`config.mk`:
```
export PLATFORM = sky130hd
export DESIGN_NAME = anticTop
export DESIGN_NICKNAME = d
export VERILOG_FILES = /design/src/verilog/anticPkg.sv /design/src/verilog/anticRegs.sv /design/src/verilog/instrDecode.sv /design/src/verilog/dlistFetch.sv /design/src/verilog/anticTop.sv
export VERILOG_INCLUDE_DIRS = /design/src /design/src/verilog
export SDC_FILE = /design/constraint.sdc
export NUM_CORES = 1
export LEC_CHECK = 0
export ABC_AREA = 1
export BUFFER_PORTS_ARGS = -buffer_cell sky130_fd_sc_hd__buf_2
export CORE_MARGIN = 5
export CORE_UTILIZATION = 40
export CTS_BUF_LIST = sky130_fd_sc_hd__clkbuf_4 sky130_fd_sc_hd__clkbuf_8 sky130_fd_sc_hd__clkbuf_16
export CTS_CLUSTER_SIZE = 25
export DETAILED_ROUTE_END_ITERATION = 7
export RECOVER_POWER = 100
export SKIP_LAST_GASP = 1
export SLEW_MARGIN = 20
export SYNTH_ARGS = -nofsm -noshare
export SYNTH_HDL_FRONTEND = slang
export SYNTH_HIERARCHICAL = 1
export SYNTH_SLANG_ARGS = --single-unit
export TNS_END_PERCENT = 20
```
`constraint.sdc`:
```
create_clock -name phi2 -period 3.48 [get_ports phi2]
set_input_delay 0.174 -clock phi2 [delete_from_list [all_inputs] [get_ports phi2]]
set_output_delay 0.174 -clock phi2 [all_outputs]
set_load 0.005 [all_outputs]
```
`src/verilog/antic_cfg.svh`:
```
// Register offsets, control bit positions and address width
`ifndef ANTIC_CFG_SVH
`define ANTIC_CFG_SVH

// CPU register offsets
`define REG_DMACTL      4'd0
`define REG_DLISTL      4'd2
`define REG_DLISTH      4'd3
`define REG_NMIEN       4'd14
`define REG_NMIRES      4'd15   // Write side
`define REG_NMIST       4'd15   // Read side, same offset

// Display-list DMA enable in DMACTL
`define DMACTL_DL_BIT   5

// Interrupt enables in NMIEN
`define NMIEN_DLI_BIT   7
`define NMIEN_VBI_BIT   6

// Memory address width
`define ADDR_W          16

`endif

```
`src/verilog/anticPkg.sv`:
```
// Display-list instruction views, instruction class and fetch FSM states
package anticPkg;

        // Mode line layout
        typedef struct packed {
                logic       dli;
                logic       lms;        // Load memory scan
                logic       vscrol;
                logic       hscrol;
                logic [3:0] mode;
        } modeFields;

        // Blank line and jump layout
        // Bit 6 is the JVB flag for jumps and the top count bit for blank lines
        typedef struct packed {
                logic       dli;
                logic       jvb;
                logic [1:0] count;
                logic [3:0] kind;       // 0 blank, 1 jump
        } blankFields;

        typedef union packed {
                modeFields  modeView;
                blankFields blankView;
        } dlInstr;

        typedef enum logic [1:0] {
                blankLine,
                jump,
                modeLine
        } instrClass;

        // Each byte takes a request cycle and a capture cycle
        typedef enum logic [2:0] {
                idle,
                opcodeReq,
                opcodeCap,
                lowReq,
                lowCap,
                highReq,
                highCap,
                waitVblank
        } fetchState;

endpackage

```
`src/verilog/anticRegs.sv`:
```
// CPU register file: DMACTL, display-list pointer, NMIEN and NMI status
`include "antic_cfg.svh"

module anticRegs (
        input  logic               phi2,
        input  logic               RST,
        input  logic               regWrite,
        input  logic [3:0]         regAddr,
        input  logic [7:0]         regData,
        input  logic               regRead,
        input  logic               dliEvent,
        input  logic               vbiEvent,
        output logic [7:0]         readData,
        output logic               dlEnable,
        output logic [1:0]         nmienBits,
        output logic               ptrLoad,
        output logic [`ADDR_W-1:0] ptrValue
);
        logic       dmactlDl;
        logic [7:0] dlistL;
        logic [7:0] dlistH;
        logic [1:0] nmien;      // {DLI, VBI}
        logic       dliStatus;
        logic       vbiStatus;
        logic       nmiresWrite;

        assign nmiresWrite = regWrite && (regAddr == `REG_NMIRES);

        always_ff @(posedge phi2) begin
                if (RST) begin
                        dmactlDl  <= 1'b0;
                        dlistL    <= 8'd0;
                        dlistH    <= 8'd0;
                        nmien     <= 2'b00;
                        dliStatus <= 1'b0;
                        vbiStatus <= 1'b0;
                        ptrLoad   <= 1'b0;
                        readData  <= 8'd0;
                end else begin
                        ptrLoad <= 1'b0;
                        if (regWrite) begin
                                case (regAddr)
                                `REG_DMACTL: dmactlDl <= regData[`DMACTL_DL_BIT];
                                `REG_DLISTL: dlistL <= regData;
                                `REG_DLISTH: begin
                                        dlistH  <= regData;
                                        ptrLoad <= 1'b1;        // Pointer reloads next cycle
                                end
                                `REG_NMIEN: nmien <= {regData[`NMIEN_DLI_BIT],
                                                      regData[`NMIEN_VBI_BIT]};
                                default: ;
                                endcase
                        end

                        // A new event beats a same-cycle NMIRES
                        if (dliEvent)
                                dliStatus <= 1'b1;
                        else if (nmiresWrite)
                                dliStatus <= 1'b0;
                        if (vbiEvent)
                                vbiStatus <= 1'b1;
                        else if (nmiresWrite)
                                vbiStatus <= 1'b0;

                        if (regRead)
                                readData <= (regAddr == `REG_NMIST) ?
                                            {dliStatus, vbiStatus, 6'd0} : 8'd0;
                end
        end

        assign dlEnable  = dmactlDl;
        assign nmienBits = nmien;
        assign ptrValue  = {dlistH, dlistL};    // New DLISTH with stored DLISTL

endmodule

```
`src/verilog/instrDecode.sv`:
```
// Instruction decode, current mode, vertical blank flag and NMI generation
module instrDecode (
        input  logic                 phi2,
        input  logic                 RST,
        input  logic                 instrCapture,
        input  logic [7:0]           capturedByte,
        input  logic                 instrDone,
        input  logic                 enterVblank,
        input  logic                 frameStart,
        input  logic [1:0]           nmienBits,
        output anticPkg::instrClass  instClass,
        output logic                 needsOperands,
        output logic                 jvb,
        output logic [2:0]           AN,
        output logic                 nmiL,
        output logic                 dliEvent,
        output logic                 vbiEvent,
        output logic                 vblank
);
        import anticPkg::*;

        logic [7:0] heldByte;
        dlInstr     curInstr;
        logic [3:0] curMode;
        logic       vbiStart;

        // Decode the byte being captured, then the held copy while operands load
        assign curInstr = instrCapture ? capturedByte : heldByte;

        always_comb begin
                case (curInstr.blankView.kind)
                4'd0:    instClass = blankLine;
                4'd1:    instClass = jump;
                default: instClass = modeLine;
                endcase
        end

        assign needsOperands = (instClass == jump) ||
                               ((instClass == modeLine) && curInstr.modeView.lms);
        assign jvb      = (instClass == jump) && curInstr.blankView.jvb;
        assign vbiStart = frameStart && vblank;         // End of JVB wait
        assign AN       = curMode[2:0];

        always_ff @(posedge phi2) begin
                if (instrCapture)
                        heldByte <= capturedByte;
        end

        always_ff @(posedge phi2) begin
                if (RST) begin
                        curMode  <= 4'd0;
                        vblank   <= 1'b0;
                        dliEvent <= 1'b0;
                        vbiEvent <= 1'b0;
                        nmiL     <= 1'b1;
                end else begin
                        if (instrDone && (instClass == modeLine))
                                curMode <= curInstr.modeView.mode;

                        if (enterVblank)
                                vblank <= 1'b1;
                        else if (frameStart)
                                vblank <= 1'b0;

                        // Status events are not gated by NMIEN
                        dliEvent <= instrDone && curInstr.modeView.dli;
                        vbiEvent <= vbiStart;

                        // DLI lands the cycle after instrValid
                        nmiL <= !((dliEvent && nmienBits[1]) ||
                                  (vbiStart && nmienBits[0]));
                end
        end

endmodule

```
`src/verilog/dlistFetch.sv`:
```
// Display-list fetch FSM, pointer counter and memory scan address
`include "antic_cfg.svh"

module dlistFetch (
        input  logic                 phi2,
        input  logic                 RST,
        input  logic                 dlEnable,
        input  logic                 ptrLoad,
        input  logic [`ADDR_W-1:0]   ptrValue,
        input  logic                 lineDone,
        input  logic                 frameStart,
        input  logic [7:0]           memData,
        input  anticPkg::instrClass  instClass,
        input  logic                 needsOperands,
        input  logic                 jvb,
        output logic                 dmaReq,
        output logic [`ADDR_W-1:0]   address,
        output logic                 instrCapture,
        output logic [7:0]           capturedByte,
        output logic                 instrDone,
        output logic                 enterVblank,
        output logic                 instrValid,
        output logic [7:0]           instrByte,
        output logic [`ADDR_W-1:0]   scanAddr
);
        import anticPkg::*;

        fetchState          state;
        fetchState          nextState;
        logic [`ADDR_W-1:0] dlPtr;
        logic [7:0]         opcode;
        logic [7:0]         lowByte;
        logic [7:0]         reportByte;
        logic [`ADDR_W-1:0] operandAddr;
        logic               isJump;

        assign isJump      = (instClass == jump);
        assign operandAddr = {memData, lowByte};        // Low byte first in memory
        assign reportByte  = (state == opcodeCap) ? memData : opcode;

        // Memory side
        assign dmaReq  = state inside {opcodeReq, lowReq, highReq};
        assign address = dlPtr;

        // Strobes to the decoder
        assign instrCapture = (state == opcodeCap);
        assign capturedByte = memData;
        assign instrDone    = (instrCapture && !needsOperands) || (state == highCap);
        assign enterVblank  = (state == highCap) && isJump && jvb;

        always_comb begin
                nextState = state;
                case (state)
                idle: begin
                        if (lineDone && dlEnable)
                                nextState = opcodeReq;
                end
                opcodeReq: nextState = opcodeCap;
                opcodeCap: nextState = needsOperands ? lowReq : idle;
                lowReq:    nextState = lowCap;
                lowCap:    nextState = highReq;
                highReq:   nextState = highCap;
                highCap:   nextState = enterVblank ? waitVblank : idle;
                waitVblank: begin
                        if (frameStart)
                                nextState = idle;
                end
                default:   nextState = idle;
                endcase
        end

        always_ff @(posedge phi2) begin
                if (RST) begin
                        state      <= idle;
                        dlPtr      <= '0;
                        scanAddr   <= '0;
                        instrValid <= 1'b0;
                end else begin
                        state      <= nextState;
                        instrValid <= instrDone;

                        // CPU load overrides whatever the FSM is doing
                        if (ptrLoad)
                                dlPtr <= ptrValue;
                        else if ((state == highCap) && isJump)
                                dlPtr <= operandAddr;
                        else if (state inside {opcodeCap, lowCap, highCap})
                                dlPtr <= dlPtr + 1'b1;

                        // Only an LMS mode line gets here without being a jump
                        if ((state == highCap) && !isJump)
                                scanAddr <= operandAddr;
                end
        end

        always_ff @(posedge phi2) begin
                if (instrCapture)
                        opcode <= memData;
                if (state == lowCap)
                        lowByte <= memData;
                if (instrDone)
                        instrByte <= reportByte;        // Goes out with instrValid
        end

endmodule

```
`src/verilog/anticTop.sv`:
```
// Display-list DMA front end: register file, fetcher and decoder
`include "antic_cfg.svh"

module anticTop (
        input  logic               phi2,
        input  logic               RST,
        input  logic               regWrite,
        input  logic [3:0]         regAddr,
        input  logic [7:0]         regData,
        input  logic               regRead,
        output logic [7:0]         readData,
        input  logic [7:0]         memData,
        output logic               dmaReq,
        output logic [`ADDR_W-1:0] address,
        input  logic               lineDone,
        input  logic               frameStart,
        output logic               instrValid,
        output logic [7:0]         instrByte,
        output logic [`ADDR_W-1:0] scanAddr,
        output logic [2:0]         AN,
        output logic               nmiL,
        output logic               vblank
);
        import anticPkg::*;

        logic               dlEnable;
        logic [1:0]         nmienBits;
        logic               ptrLoad;
        logic [`ADDR_W-1:0] ptrValue;
        logic               dliEvent;
        logic               vbiEvent;
        logic               instrCapture;
        logic [7:0]         capturedByte;
        logic               instrDone;
        logic               enterVblank;
        instrClass          instClass;
        logic               needsOperands;
        logic               jvb;

        anticRegs i_anticRegs (
                .phi2      (phi2),
                .RST       (RST),
                .regWrite  (regWrite),
                .regAddr   (regAddr),
                .regData   (regData),
                .regRead   (regRead),
                .dliEvent  (dliEvent),
                .vbiEvent  (vbiEvent),
                .readData  (readData),
                .dlEnable  (dlEnable),
                .nmienBits (nmienBits),
                .ptrLoad   (ptrLoad),
                .ptrValue  (ptrValue)
        );

        instrDecode i_instrDecode (
                .phi2          (phi2),
                .RST           (RST),
                .instrCapture  (instrCapture),
                .capturedByte  (capturedByte),
                .instrDone     (instrDone),
                .enterVblank   (enterVblank),
                .frameStart    (frameStart),
                .nmienBits     (nmienBits),
                .instClass     (instClass),
                .needsOperands (needsOperands),
                .jvb           (jvb),
                .AN            (AN),
                .nmiL          (nmiL),
                .dliEvent      (dliEvent),
                .vbiEvent      (vbiEvent),
                .vblank        (vblank)
        );

        dlistFetch i_dlistFetch (
                .phi2          (phi2),
                .RST           (RST),
                .dlEnable      (dlEnable),
                .ptrLoad       (ptrLoad),
                .ptrValue      (ptrValue),
                .lineDone      (lineDone),
                .frameStart    (frameStart),
                .memData       (memData),
                .instClass     (instClass),
                .needsOperands (needsOperands),
                .jvb           (jvb),
                .dmaReq        (dmaReq),
                .address       (address),
                .instrCapture  (instrCapture),
                .capturedByte  (capturedByte),
                .instrDone     (instrDone),
                .enterVblank   (enterVblank),
                .instrValid    (instrValid),
                .instrByte     (instrByte),
                .scanAddr      (scanAddr)
        );

endmodule

```
-- After elaboration in Yosys (flattened, before gate mapping)
Cells that the tools add are included.
- latch bits: 0
- input bits: 26
- flip-flop bits (word level): 105
- logic and storage cells: 92
- bits in read-only memories: 0
- output and inout port bits: 55
- RAM bits: 0
- memories kept: 0
- reductions and logical operators: 34
- magnitude comparators: 0
- eq/ne operators: 16
- divide/modulo/power cells: 0
- add/sub/neg operators: 1
- muxes and demuxes: 18
- multipliers: 0
- bitwise logic cells: 1
- shift operators: 0
- operator list (operator ; number):
    16-bit 2-to-1 mux ; 3
    8-bit 2-to-1 mux ; 3
    3-bit case mux with 8 select lines ; 1
    16-bit by 1-bit adder with 16-bit output, second input constant ; 1
    1-bit logical AND ; 13
    3-bit == test, second input constant ; 4
    2-bit AND reduction ; 5
    3-bit 2-to-1 mux ; 3
    3-bit nonzero test ; 3
    4-bit by 2-bit == test with 1-bit output, second input constant ; 2
    4-bit == test, second input constant ; 2
    4-bit zero test ; 2
    3-bit by 2-bit == test with 1-bit output, second input constant ; 2
    1-bit 2-to-1 mux ; 6
    2-bit nonzero test ; 3
    4-bit by 1-bit == test with 1-bit output, second input constant ; 1
    2-bit case mux with 2 select lines ; 1
    3-bit by 1-bit == test with 1-bit output, second input constant ; 1
    1-bit zero test ; 3
    3-bit zero test ; 1
    1-bit logical OR ; 3
    2-bit by 1-bit == test with 1-bit output, second input constant ; 1
    2-bit == test, second input constant ; 1
    2-bit 2-to-1 mux ; 1
    other kinds (4) ; 4

-- Longest topological paths before layout
Gate-level depths: netlist of run 1.
- depth after elaboration: 11
- gate-level depth with buffers: 15
- gate-level depth less buffers: 15

-- By module
The synthesis of run 1 kept the hierarchy.
- modules (own cells, without submodules) (module ; area each (sq um) ; cells an instance ; sequential area each (sq um) ; instances):
    dlistFetch ; 2798.9 ; 357 ; 1361.3 ; 1
    anticRegs ; 1093.5 ; 161 ; 480.5 ; 1
    instrDecode ; 511.7 ; 67 ; 260.2 ; 1

-- Worst setup path before layout of run 1
Ideal clock, no wire load.
- path type: register to register
- start: register i_dlistFetch.state[0]
- end: register i_dlistFetch.instrByte[0] (enable)
- slack: 0.975 ns
- cell stages (with the launch flop): 11
- buffers on the path: 0
- setup time: 0.384 ns
- required time: 3.096 ns
- arrival: 2.121 ns
- clock period less this slack: 2.505 ns
- cells stage by stage: dfxtp_1 -> inv_2 -> nand2_1 -> nor2_1 -> inv_2 -> or2_0 -> o21ai_2 -> o21ai_0 -> inv_1 -> nor2_1 -> nor2_1
- longest elaborated chain between the ends: 10
- elaborated cells between the ends (all ways): 13
- classes of those cells: 5 x eq/ne; 2 x mux; 6 x reduce/logical
- ends and longest elaborated chain (element ; line ; source):
    start: declaration ; dlistFetch.sv:28 ; fetchState state;
    start signal: assignment ; dlistFetch.sv:74 ; state <= idle;
    start signal: assignment ; dlistFetch.sv:79 ; state <= nextState;
    3-bit by 2-bit == test with 1-bit output (*) ; dlistFetch.sv:46 ; assign instrCapture = (state == opcodeCap);
    net instrCapture ; anticTop.sv:32 ; logic instrCapture;
    8-bit 2-to-1 mux (*) ; n/a ;
    4-bit by 1-bit == test with 1-bit output or 4-bit zero test (tied branches) ; instrDecode.sv:31 ; case (curInstr.blankView.kind)
    2-bit case mux with 2 select lines ; instrDecode.sv:31 ;
    2-bit == test ; instrDecode.sv:39 ; ((instClass == modeLine) && curInstr.modeView.lms);
    1-bit logical AND ; instrDecode.sv:39 ;
    1-bit logical OR (*) ; instrDecode.sv:38 ; assign needsOperands = (instClass == jump) ||
    net needsOperands ; anticTop.sv:37 ; logic needsOperands;
    1-bit zero test (*) ; dlistFetch.sv:48 ; assign instrDone = (instrCapture && !needsOperands) || (state == highCap);
    1-bit logical AND (*) ; dlistFetch.sv:48 ;
    1-bit logical OR (*) ; dlistFetch.sv:48 ;
    net instrDone ; anticTop.sv:34 ; logic instrDone;
    end signal: assignment ; dlistFetch.sv:102 ; instrByte <= reportByte;
    end: declaration ; dlistFetch.sv:23 ; output logic [7:0] instrByte,
Mark *: on every way through the listed nets, which the timed path passes. The rest lies on a longest branch.
A chain may end at the register's enable or synchronous reset.

-- Final worst setup path of run 1
- start: register i_dlistFetch.state[0]
- end: register i_dlistFetch.scanAddr[9]
- longest elaborated chain between the ends: 7
- elaborated cells between the ends (all ways): 9
- classes of those cells: 4 x eq/ne; 2 x mux; 3 x reduce/logical
- ends and longest elaborated chain (element ; line ; source):
    3-bit by 2-bit == test with 1-bit output (*) ; dlistFetch.sv:46 ;
    net instrCapture ; anticTop.sv:32 ;
    8-bit 2-to-1 mux (*) ; n/a ;
    4-bit by 1-bit == test with 1-bit output or 4-bit zero test (tied branches) ; instrDecode.sv:31 ;
    2-bit case mux with 2 select lines (*) ; instrDecode.sv:31 ;
    net instClass[0] ; anticTop.sv:36 ; instrClass instClass;
    2-bit by 1-bit == test with 1-bit output (*) ; dlistFetch.sv:37 ; assign isJump = (instClass == jump);
    1-bit zero test (*) ; dlistFetch.sv:91 ; if ((state == highCap) && !isJump)
    1-bit logical AND (*) ; dlistFetch.sv:91 ;
    end signal: assignment ; dlistFetch.sv:92 ; scanAddr <= operandAddr;
    end: declaration ; dlistFetch.sv:24 ; output logic [`ADDR_W-1:0] scanAddr
Marked as above.

==> results of run 1 <==
==> cell type report <==
cell class                 count  area, sq um
fill                        1115         5860
sequential                    97         2100
multi-input combinational    383         1790
timing repair buffer          79          375
inverter                      79          299
tap                          140          175
clock buffer                   9          124
clock inverter                 7         66.3
==> metrics by stage <==
stage          setup WS (ps)  instances  hold slack [ps]
5_1_grt                  259        794             50.3
3_3_place_gp            1020        774              368
6_report                 724        794             45.6
4_1_cts                  832        794             3.32
2_1_floorplan            975        588              243
3_5_place_dp             860        774              375
==> flip-flops by register name, summed over array words and instances, names as in the netlist, 2 cells and up <==
signal	count
i_instrDecode/heldByte	6
i_dlistFetch/lowByte	8
i_anticRegs/nmienBits	2
i_dlistFetch/opcode	8
i_anticRegs/dlistH	8
i_dlistFetch/instrByte	8
i_dlistFetch/address	16
i_dlistFetch/scanAddr	16
i_anticRegs/readData	2
i_instrDecode/curMode	3
i_dlistFetch/state	3
i_anticRegs/dlistL	8
==> where the power goes <==
group          leakage, nW  total (mW)  switching, mW  internal (mW)
Sequential           0.805        1.59          0.195           1.40
Clock                0.101       0.717          0.435          0.282
Combinational         1.36       0.838          0.517          0.321
Total                 2.27        3.15           1.15           2.00
==> path summary, 6_finish.rpt <==
| check | end | slack [ps] | startpoint | depth (start not counted) |
|---|---|---|---|---|
| worst max-delay path | i_dlistFetch/scanAddr[9]$_SDFFE_PP0P_ | 720 | i_dlistFetch/state[0]$_SDFFE_PP0P_ | 12 |
| worst min register to register | i_anticRegs/vbiStatus$_SDFFE_PP0P_ | 450 | i_instrDecode/vbiEvent$_SDFF_PP0_ | 2 |
| worst max register to register | i_dlistFetch/scanAddr[9]$_SDFFE_PP0P_ | 720 | i_dlistFetch/state[0]$_SDFFE_PP0P_ | 12 |
| worst min-delay path | i_instrDecode/vblank$_SDFFE_PP0P_ | 50 | frameStart | 2 |
==> layer usage <==
layer,track usage [%],share of wire (%),vias up
li1,-,-,1989
met1,22.0,47,1684
met2,26.0,45,96
met3,3.26,6.1,9
met4,5.16,1.3,0
met5,0,0,-
==> critical path, stage by stage, from the launching register on <==
cell	delay, ps
sky130_fd_sc_hd__dfxtp_1	340
sky130_fd_sc_hd__inv_1	150
sky130_fd_sc_hd__nand2_1	150
sky130_fd_sc_hd__nor2_1	440
sky130_fd_sc_hd__inv_1	200
sky130_fd_sc_hd__or2_0	260
sky130_fd_sc_hd__o21ai_2	110
sky130_fd_sc_hd__nor2_1	80
sky130_fd_sc_hd__nand2_1	180
sky130_fd_sc_hd__nand2_1	160
sky130_fd_sc_hd__inv_2	310
sky130_fd_sc_hd__o21ai_0	150
sky130_fd_sc_hd__a21oi_1	170
==> placed cells by master (no fill, tap or decap), types with 2 or more instances in the layout <==
master	count
sky130_fd_sc_hd__nand2_1	119
sky130_fd_sc_hd__nor2_1	82
sky130_fd_sc_hd__dfxtp_1	81
sky130_fd_sc_hd__inv_1	75
sky130_fd_sc_hd__a21oi_1	59
sky130_fd_sc_hd__buf_2	41
sky130_fd_sc_hd__o21ai_0	38
sky130_fd_sc_hd__clkbuf_1	32
sky130_fd_sc_hd__nand3_1	27
sky130_fd_sc_hd__edfxtp_1	16
sky130_fd_sc_hd__nand4_1	12
sky130_fd_sc_hd__o21ai_1	10
sky130_fd_sc_hd__clkbuf_8	9
sky130_fd_sc_hd__conb_1	6
sky130_fd_sc_hd__xor2_1	5
sky130_fd_sc_hd__dlygate4sd3_1	4
sky130_fd_sc_hd__o211ai_1	4
sky130_fd_sc_hd__inv_8	3
sky130_fd_sc_hd__inv_2	3
sky130_fd_sc_hd__or2_2	3
sky130_fd_sc_hd__inv_6	2
sky130_fd_sc_hd__inv_4	2
sky130_fd_sc_hd__o21bai_1	2
sky130_fd_sc_hd__nand2_2	2
sky130_fd_sc_hd__nor3_1	2
sky130_fd_sc_hd__clkbuf_2	2
==> timing repair <==
| action | 4_1_cts | 5_1_grt |
|---|---|---|
| gates resized for setup | 0 | 0 |
| endpoints found under the hold margin | 5 | 0 |
| hold buffers | 4 | 0 |
==> impl_metrics.ini, run 1 <==
[status]
run_status = finished clean

[floorplan]
fp.coreArea_sq_mm = 0.0108
io_pins = 81
fp.dieW_um = 115
floorplan.die.height_um = 115
initial_core_util_pct = 40.7
area_of_the_die_sq_mm = 0.0132
total_number_of_placement_rows = 38

[drt]
final_antenna_net_count = 0
wirelength_um = 10600
drt-initial-drc-count = 236
detailroute.via_count = 3778
routed_via_density = 4.76
detail_route.wl_per_cell_um = 13.3
first_pass_iters = 5
post-route-drc-count = 0

[layout]
final_cell_area_sq_mm = 0.00493
syn_to_final_growth_pct = 12.3
diodes = 0
nets = 676
final_layout_size_suffix_gt1_share_pct = 11.3
finish.utilization_pct = 45.7

[critical_path]
path_class = register to register
required_ps = 3780
crit_fanout = 27
startpoint_type = register
nature_of_the_critical_path_endpoint = register
arrival_ps = 3060

[grt]
number_of_antenna_violations_at_the_first_check_in_global_routing = 0
grt_overflow = 0
grt_start_max_net_pins = 34
number_of_global_route_vias_before_repair = 3426
grtUsageTotal_pct = 16.2
wire_length_of_the_first_global_routing_pass_um = 16900

[sta]
worst_slew_pin_slew_ps = 989
final-max-slew-violation-count = 0
fin_crit_sh_pct = 79.2
finalHoldViolCount = 0
timing.fmax_ghz = 0.363
final-setup-viol-count = 0
worst_clock_skew_ps = 13.8
final.setup.tns_ps = 0
max_slew_margin_pct = 33.8
grt_setup_unrepaired = no
finalCriticalPeriod_ps = 2760

[clock_tree]
tritoncts = yes
worst_skew_pair.late_latency_ps = 370
clk_transition_reported_paths_ps = 100
cts-root-to-sink-buffers = 2
clock_tree.root_cell = sky130_fd_sc_hd__clkbuf_8
postCtsSetupBuffers = 0
ctsHtreeMaxLevel = 3
cts_inserted_buffers = 9
clkSinkCount = 97

[synth]
synthesis.instances = 583
syn_avg_cell_area_sq_um = 7.53
yosys_warnings = 6
synthesis.area_sq_mm = 0.00439

[min_path]
worstHoldPathType = input port to register

[placement]
place.port_buffers = 74
place.gp.congestion = 0.863
dp_hpwl_um = 7860
dpl_cell_area_sq_mm = 0.00476

[power]
pwr_density_cell_mw_per_mm2 = 639
total_leakage_power_nw = 2.27
design_power_total_mw = 3.15
worst_ir_drop_vdd_mv = 0.322

[flow_run]
max_cap_viol_count = 0
(Power assumes the default switching activity.)
==> inputs of run 2 (changes only) <==
==> constraint.sdc (replaced) <==
create_clock -name phi2 -period 2.3 [get_ports phi2]
set_input_delay 0.115 -clock phi2 [delete_from_list [all_inputs] [get_ports phi2]]
set_output_delay 0.115 -clock phi2 [all_outputs]
set_load 0.005 [all_outputs]
==> impl_metrics.ini, run 2 (same netlist as run 1, synthesis figures left out) <==
[critical_path]
arrival_ps = 2370
ff2ff_setup_slack_ps = 190
crit_fanout = 8
startpoint_type = register
required_ps = 2560
nature_of_the_critical_path_endpoint = register
path_class = register to register

[sta]
grt_setup_unrepaired = no
max_slew_margin_pct = 56.0
fin_crit_sh_pct = 91.7
final.setup.tns_ps = 0
worst_slew_pin_slew_ps = 657
timing.fmax_ghz = 0.474
worst_clock_skew_ps = 13.3
final-max-slew-violation-count = 0
finalHoldViolCount = 0
finalCriticalPeriod_ps = 2110
final-setup-viol-count = 0

[layout]
n_fill_cell = 1121
layout_common_cells = 119 x sky130_fd_sc_hd__nand2_1, 80 x sky130_fd_sc_hd__dfxtp_1, 79 x sky130_fd_sc_hd__nor2_1
final_layout_size_suffix_gt1_share_pct = 13.2
layout.cells.most_common = sky130_fd_sc_hd__nand2_1
nets = 703
diodes = 0
syn_to_final_growth_pct = 18.6
final_cell_area_sq_mm = 0.00521

[drt]
detailroute.via_count = 3938
final_antenna_net_count = 0
post-route-drc-count = 0
detail_route.wl_per_cell_um = 13.2
wirelength_um = 10800
routed_via_density = 4.80
first_pass_iters = 4
drt-initial-drc-count = 283

[grt]
number_of_global_route_vias_before_repair = 3715
grtUsageTotal_pct = 16.7
grt_overflow = 0
wire_length_of_the_first_global_routing_pass_um = 17800
grt_start_max_net_pins = 31
number_of_antenna_violations_at_the_first_check_in_global_routing = 0

[status]
run_status = finished clean

[floorplan]
initial_core_util_pct = 40.7
fp.coreArea_sq_mm = 0.0108
floorplan.die.height_um = 115
area_of_the_die_sq_mm = 0.0132
total_number_of_placement_rows = 38
fp.dieW_um = 115
io_pins = 81

[clock_tree]
worst_skew_pair.late_latency_ps = 380
cts-root-to-sink-buffers = 2
cts_inserted_buffers = 9
clkSinkCount = 97
clk_transition_reported_paths_ps = 110
ctsHtreeMaxLevel = 3
tritoncts = yes
clock_tree.root_cell = sky130_fd_sc_hd__clkbuf_8

[placement]
place.gp.congestion = 0.886
place.port_buffers = 74
dp_hpwl_um = 8030
dpl_cell_area_sq_mm = 0.00483

[power]
worst_ir_drop_vdd_mv = 0.358
total_leakage_power_nw = 2.40
pwr_density_cell_mw_per_mm2 = 947

[flow_run]
max_cap_viol_count = 0

[min_path]
worstHoldPathType = input port to register
run 2: cell types whose count changed in the layout (fill, tap and decap cells not counted), moves of 3 or more:
cell                            delta
sky130_fd_sc_hd__clkbuf_1          +3
sky130_fd_sc_hd__buf_4             +8
sky130_fd_sc_hd__clkbuf_4          +3
sky130_fd_sc_hd__nor2_1            -3
sky130_fd_sc_hd__clkinv_8          +3
sky130_fd_sc_hd__dlygate4sd3_1    +14
run 2: metrics by stage:
stage | power (mW) | std cells | worst slack, ps | util (%) | hold slack (ps)
5_1_grt | 5.30 | 821 | 24.4 | 48.2 | 88.0
3_3_place_gp | 3.75 | 782 | 130 | 44.7 | 320
6_report | 4.93 | 821 | 191 | 48.2 | 82.8
4_1_cts | 5.00 | 816 | 38.0 | 48.5 | 44.6
3_5_place_dp | 3.78 | 782 | 4.28 | 44.7 | 334
2_1_floorplan | 3.30 | 588 | 0.666 | - | 184
run 2: metal layers:
metal	routed length, um	track usage (%)
met5	0	0
met4	97	5.16
met3	545	3.11
met2	5060	27.4
met1	5130	22.6
run 2: cell type report:
class                      count  area (sq um)  share of cell area [%]
tap                          140           175                    3.36
clock inverter                 7          98.8                    1.90
sequential                    97          2100                    40.4
multi-input combinational    383          1800                    34.6
clock buffer                   9           124                    2.38
timing repair buffer         106           604                    11.6
inverter                      79           302                    5.79
run 2: power breakdown:
| part | internal (mW) | leakage (nW) | switching, mW |
|---|---|---|---|
| Clock | 0.458 | 0.111 | 0.718 |
| Sequential | 2.12 | 0.806 | 0.300 |
| Combinational | 0.531 | 1.48 | 0.808 |
run 2: worst max-delay path, cell delays in order, from the launching register on:
cell,delay [ps]
sky130_fd_sc_hd__dfxtp_2,350
sky130_fd_sc_hd__inv_2,100
sky130_fd_sc_hd__nand2_1,110
sky130_fd_sc_hd__nor2_4,140
sky130_fd_sc_hd__inv_2,70
sky130_fd_sc_hd__or2_0,210
sky130_fd_sc_hd__o21ai_2,120
sky130_fd_sc_hd__nor2_1,80
sky130_fd_sc_hd__nand2_1,180
sky130_fd_sc_hd__nor2_8,70
sky130_fd_sc_hd__clkbuf_4,140
sky130_fd_sc_hd__or2_2,260
sky130_fd_sc_hd__o211ai_1,80
sky130_fd_sc_hd__a21oi_1,80
run 2: timing repair:
| action | CTS | global route |
|---|---|---|
| endpoints found under the hold margin | 20 | 0 |
| setup buffers | 0 | 5 |
| pin swaps | 0 | 1 |
| cloned | 0 | 0 |
| resized for setup | 1 | 6 |
| setup endpoints to repair | 4 | 38 |
| hold buffers | 18 | 0 |
run 2: worst paths after layout:
kind,cells after the start,start,endpoint
max reg2reg,13,i_dlistFetch/state[0]$_SDFFE_PP0P_,i_dlistFetch/address[1]$_SDFFE_PP0P_
min reg2reg,2,i_instrDecode/vbiEvent$_SDFF_PP0_,i_anticRegs/vbiStatus$_SDFFE_PP0P_
max,13,i_dlistFetch/state[0]$_SDFFE_PP0P_,i_dlistFetch/address[1]$_SDFFE_PP0P_
min,5,lineDone,i_dlistFetch/state[0]$_SDFFE_PP0P_
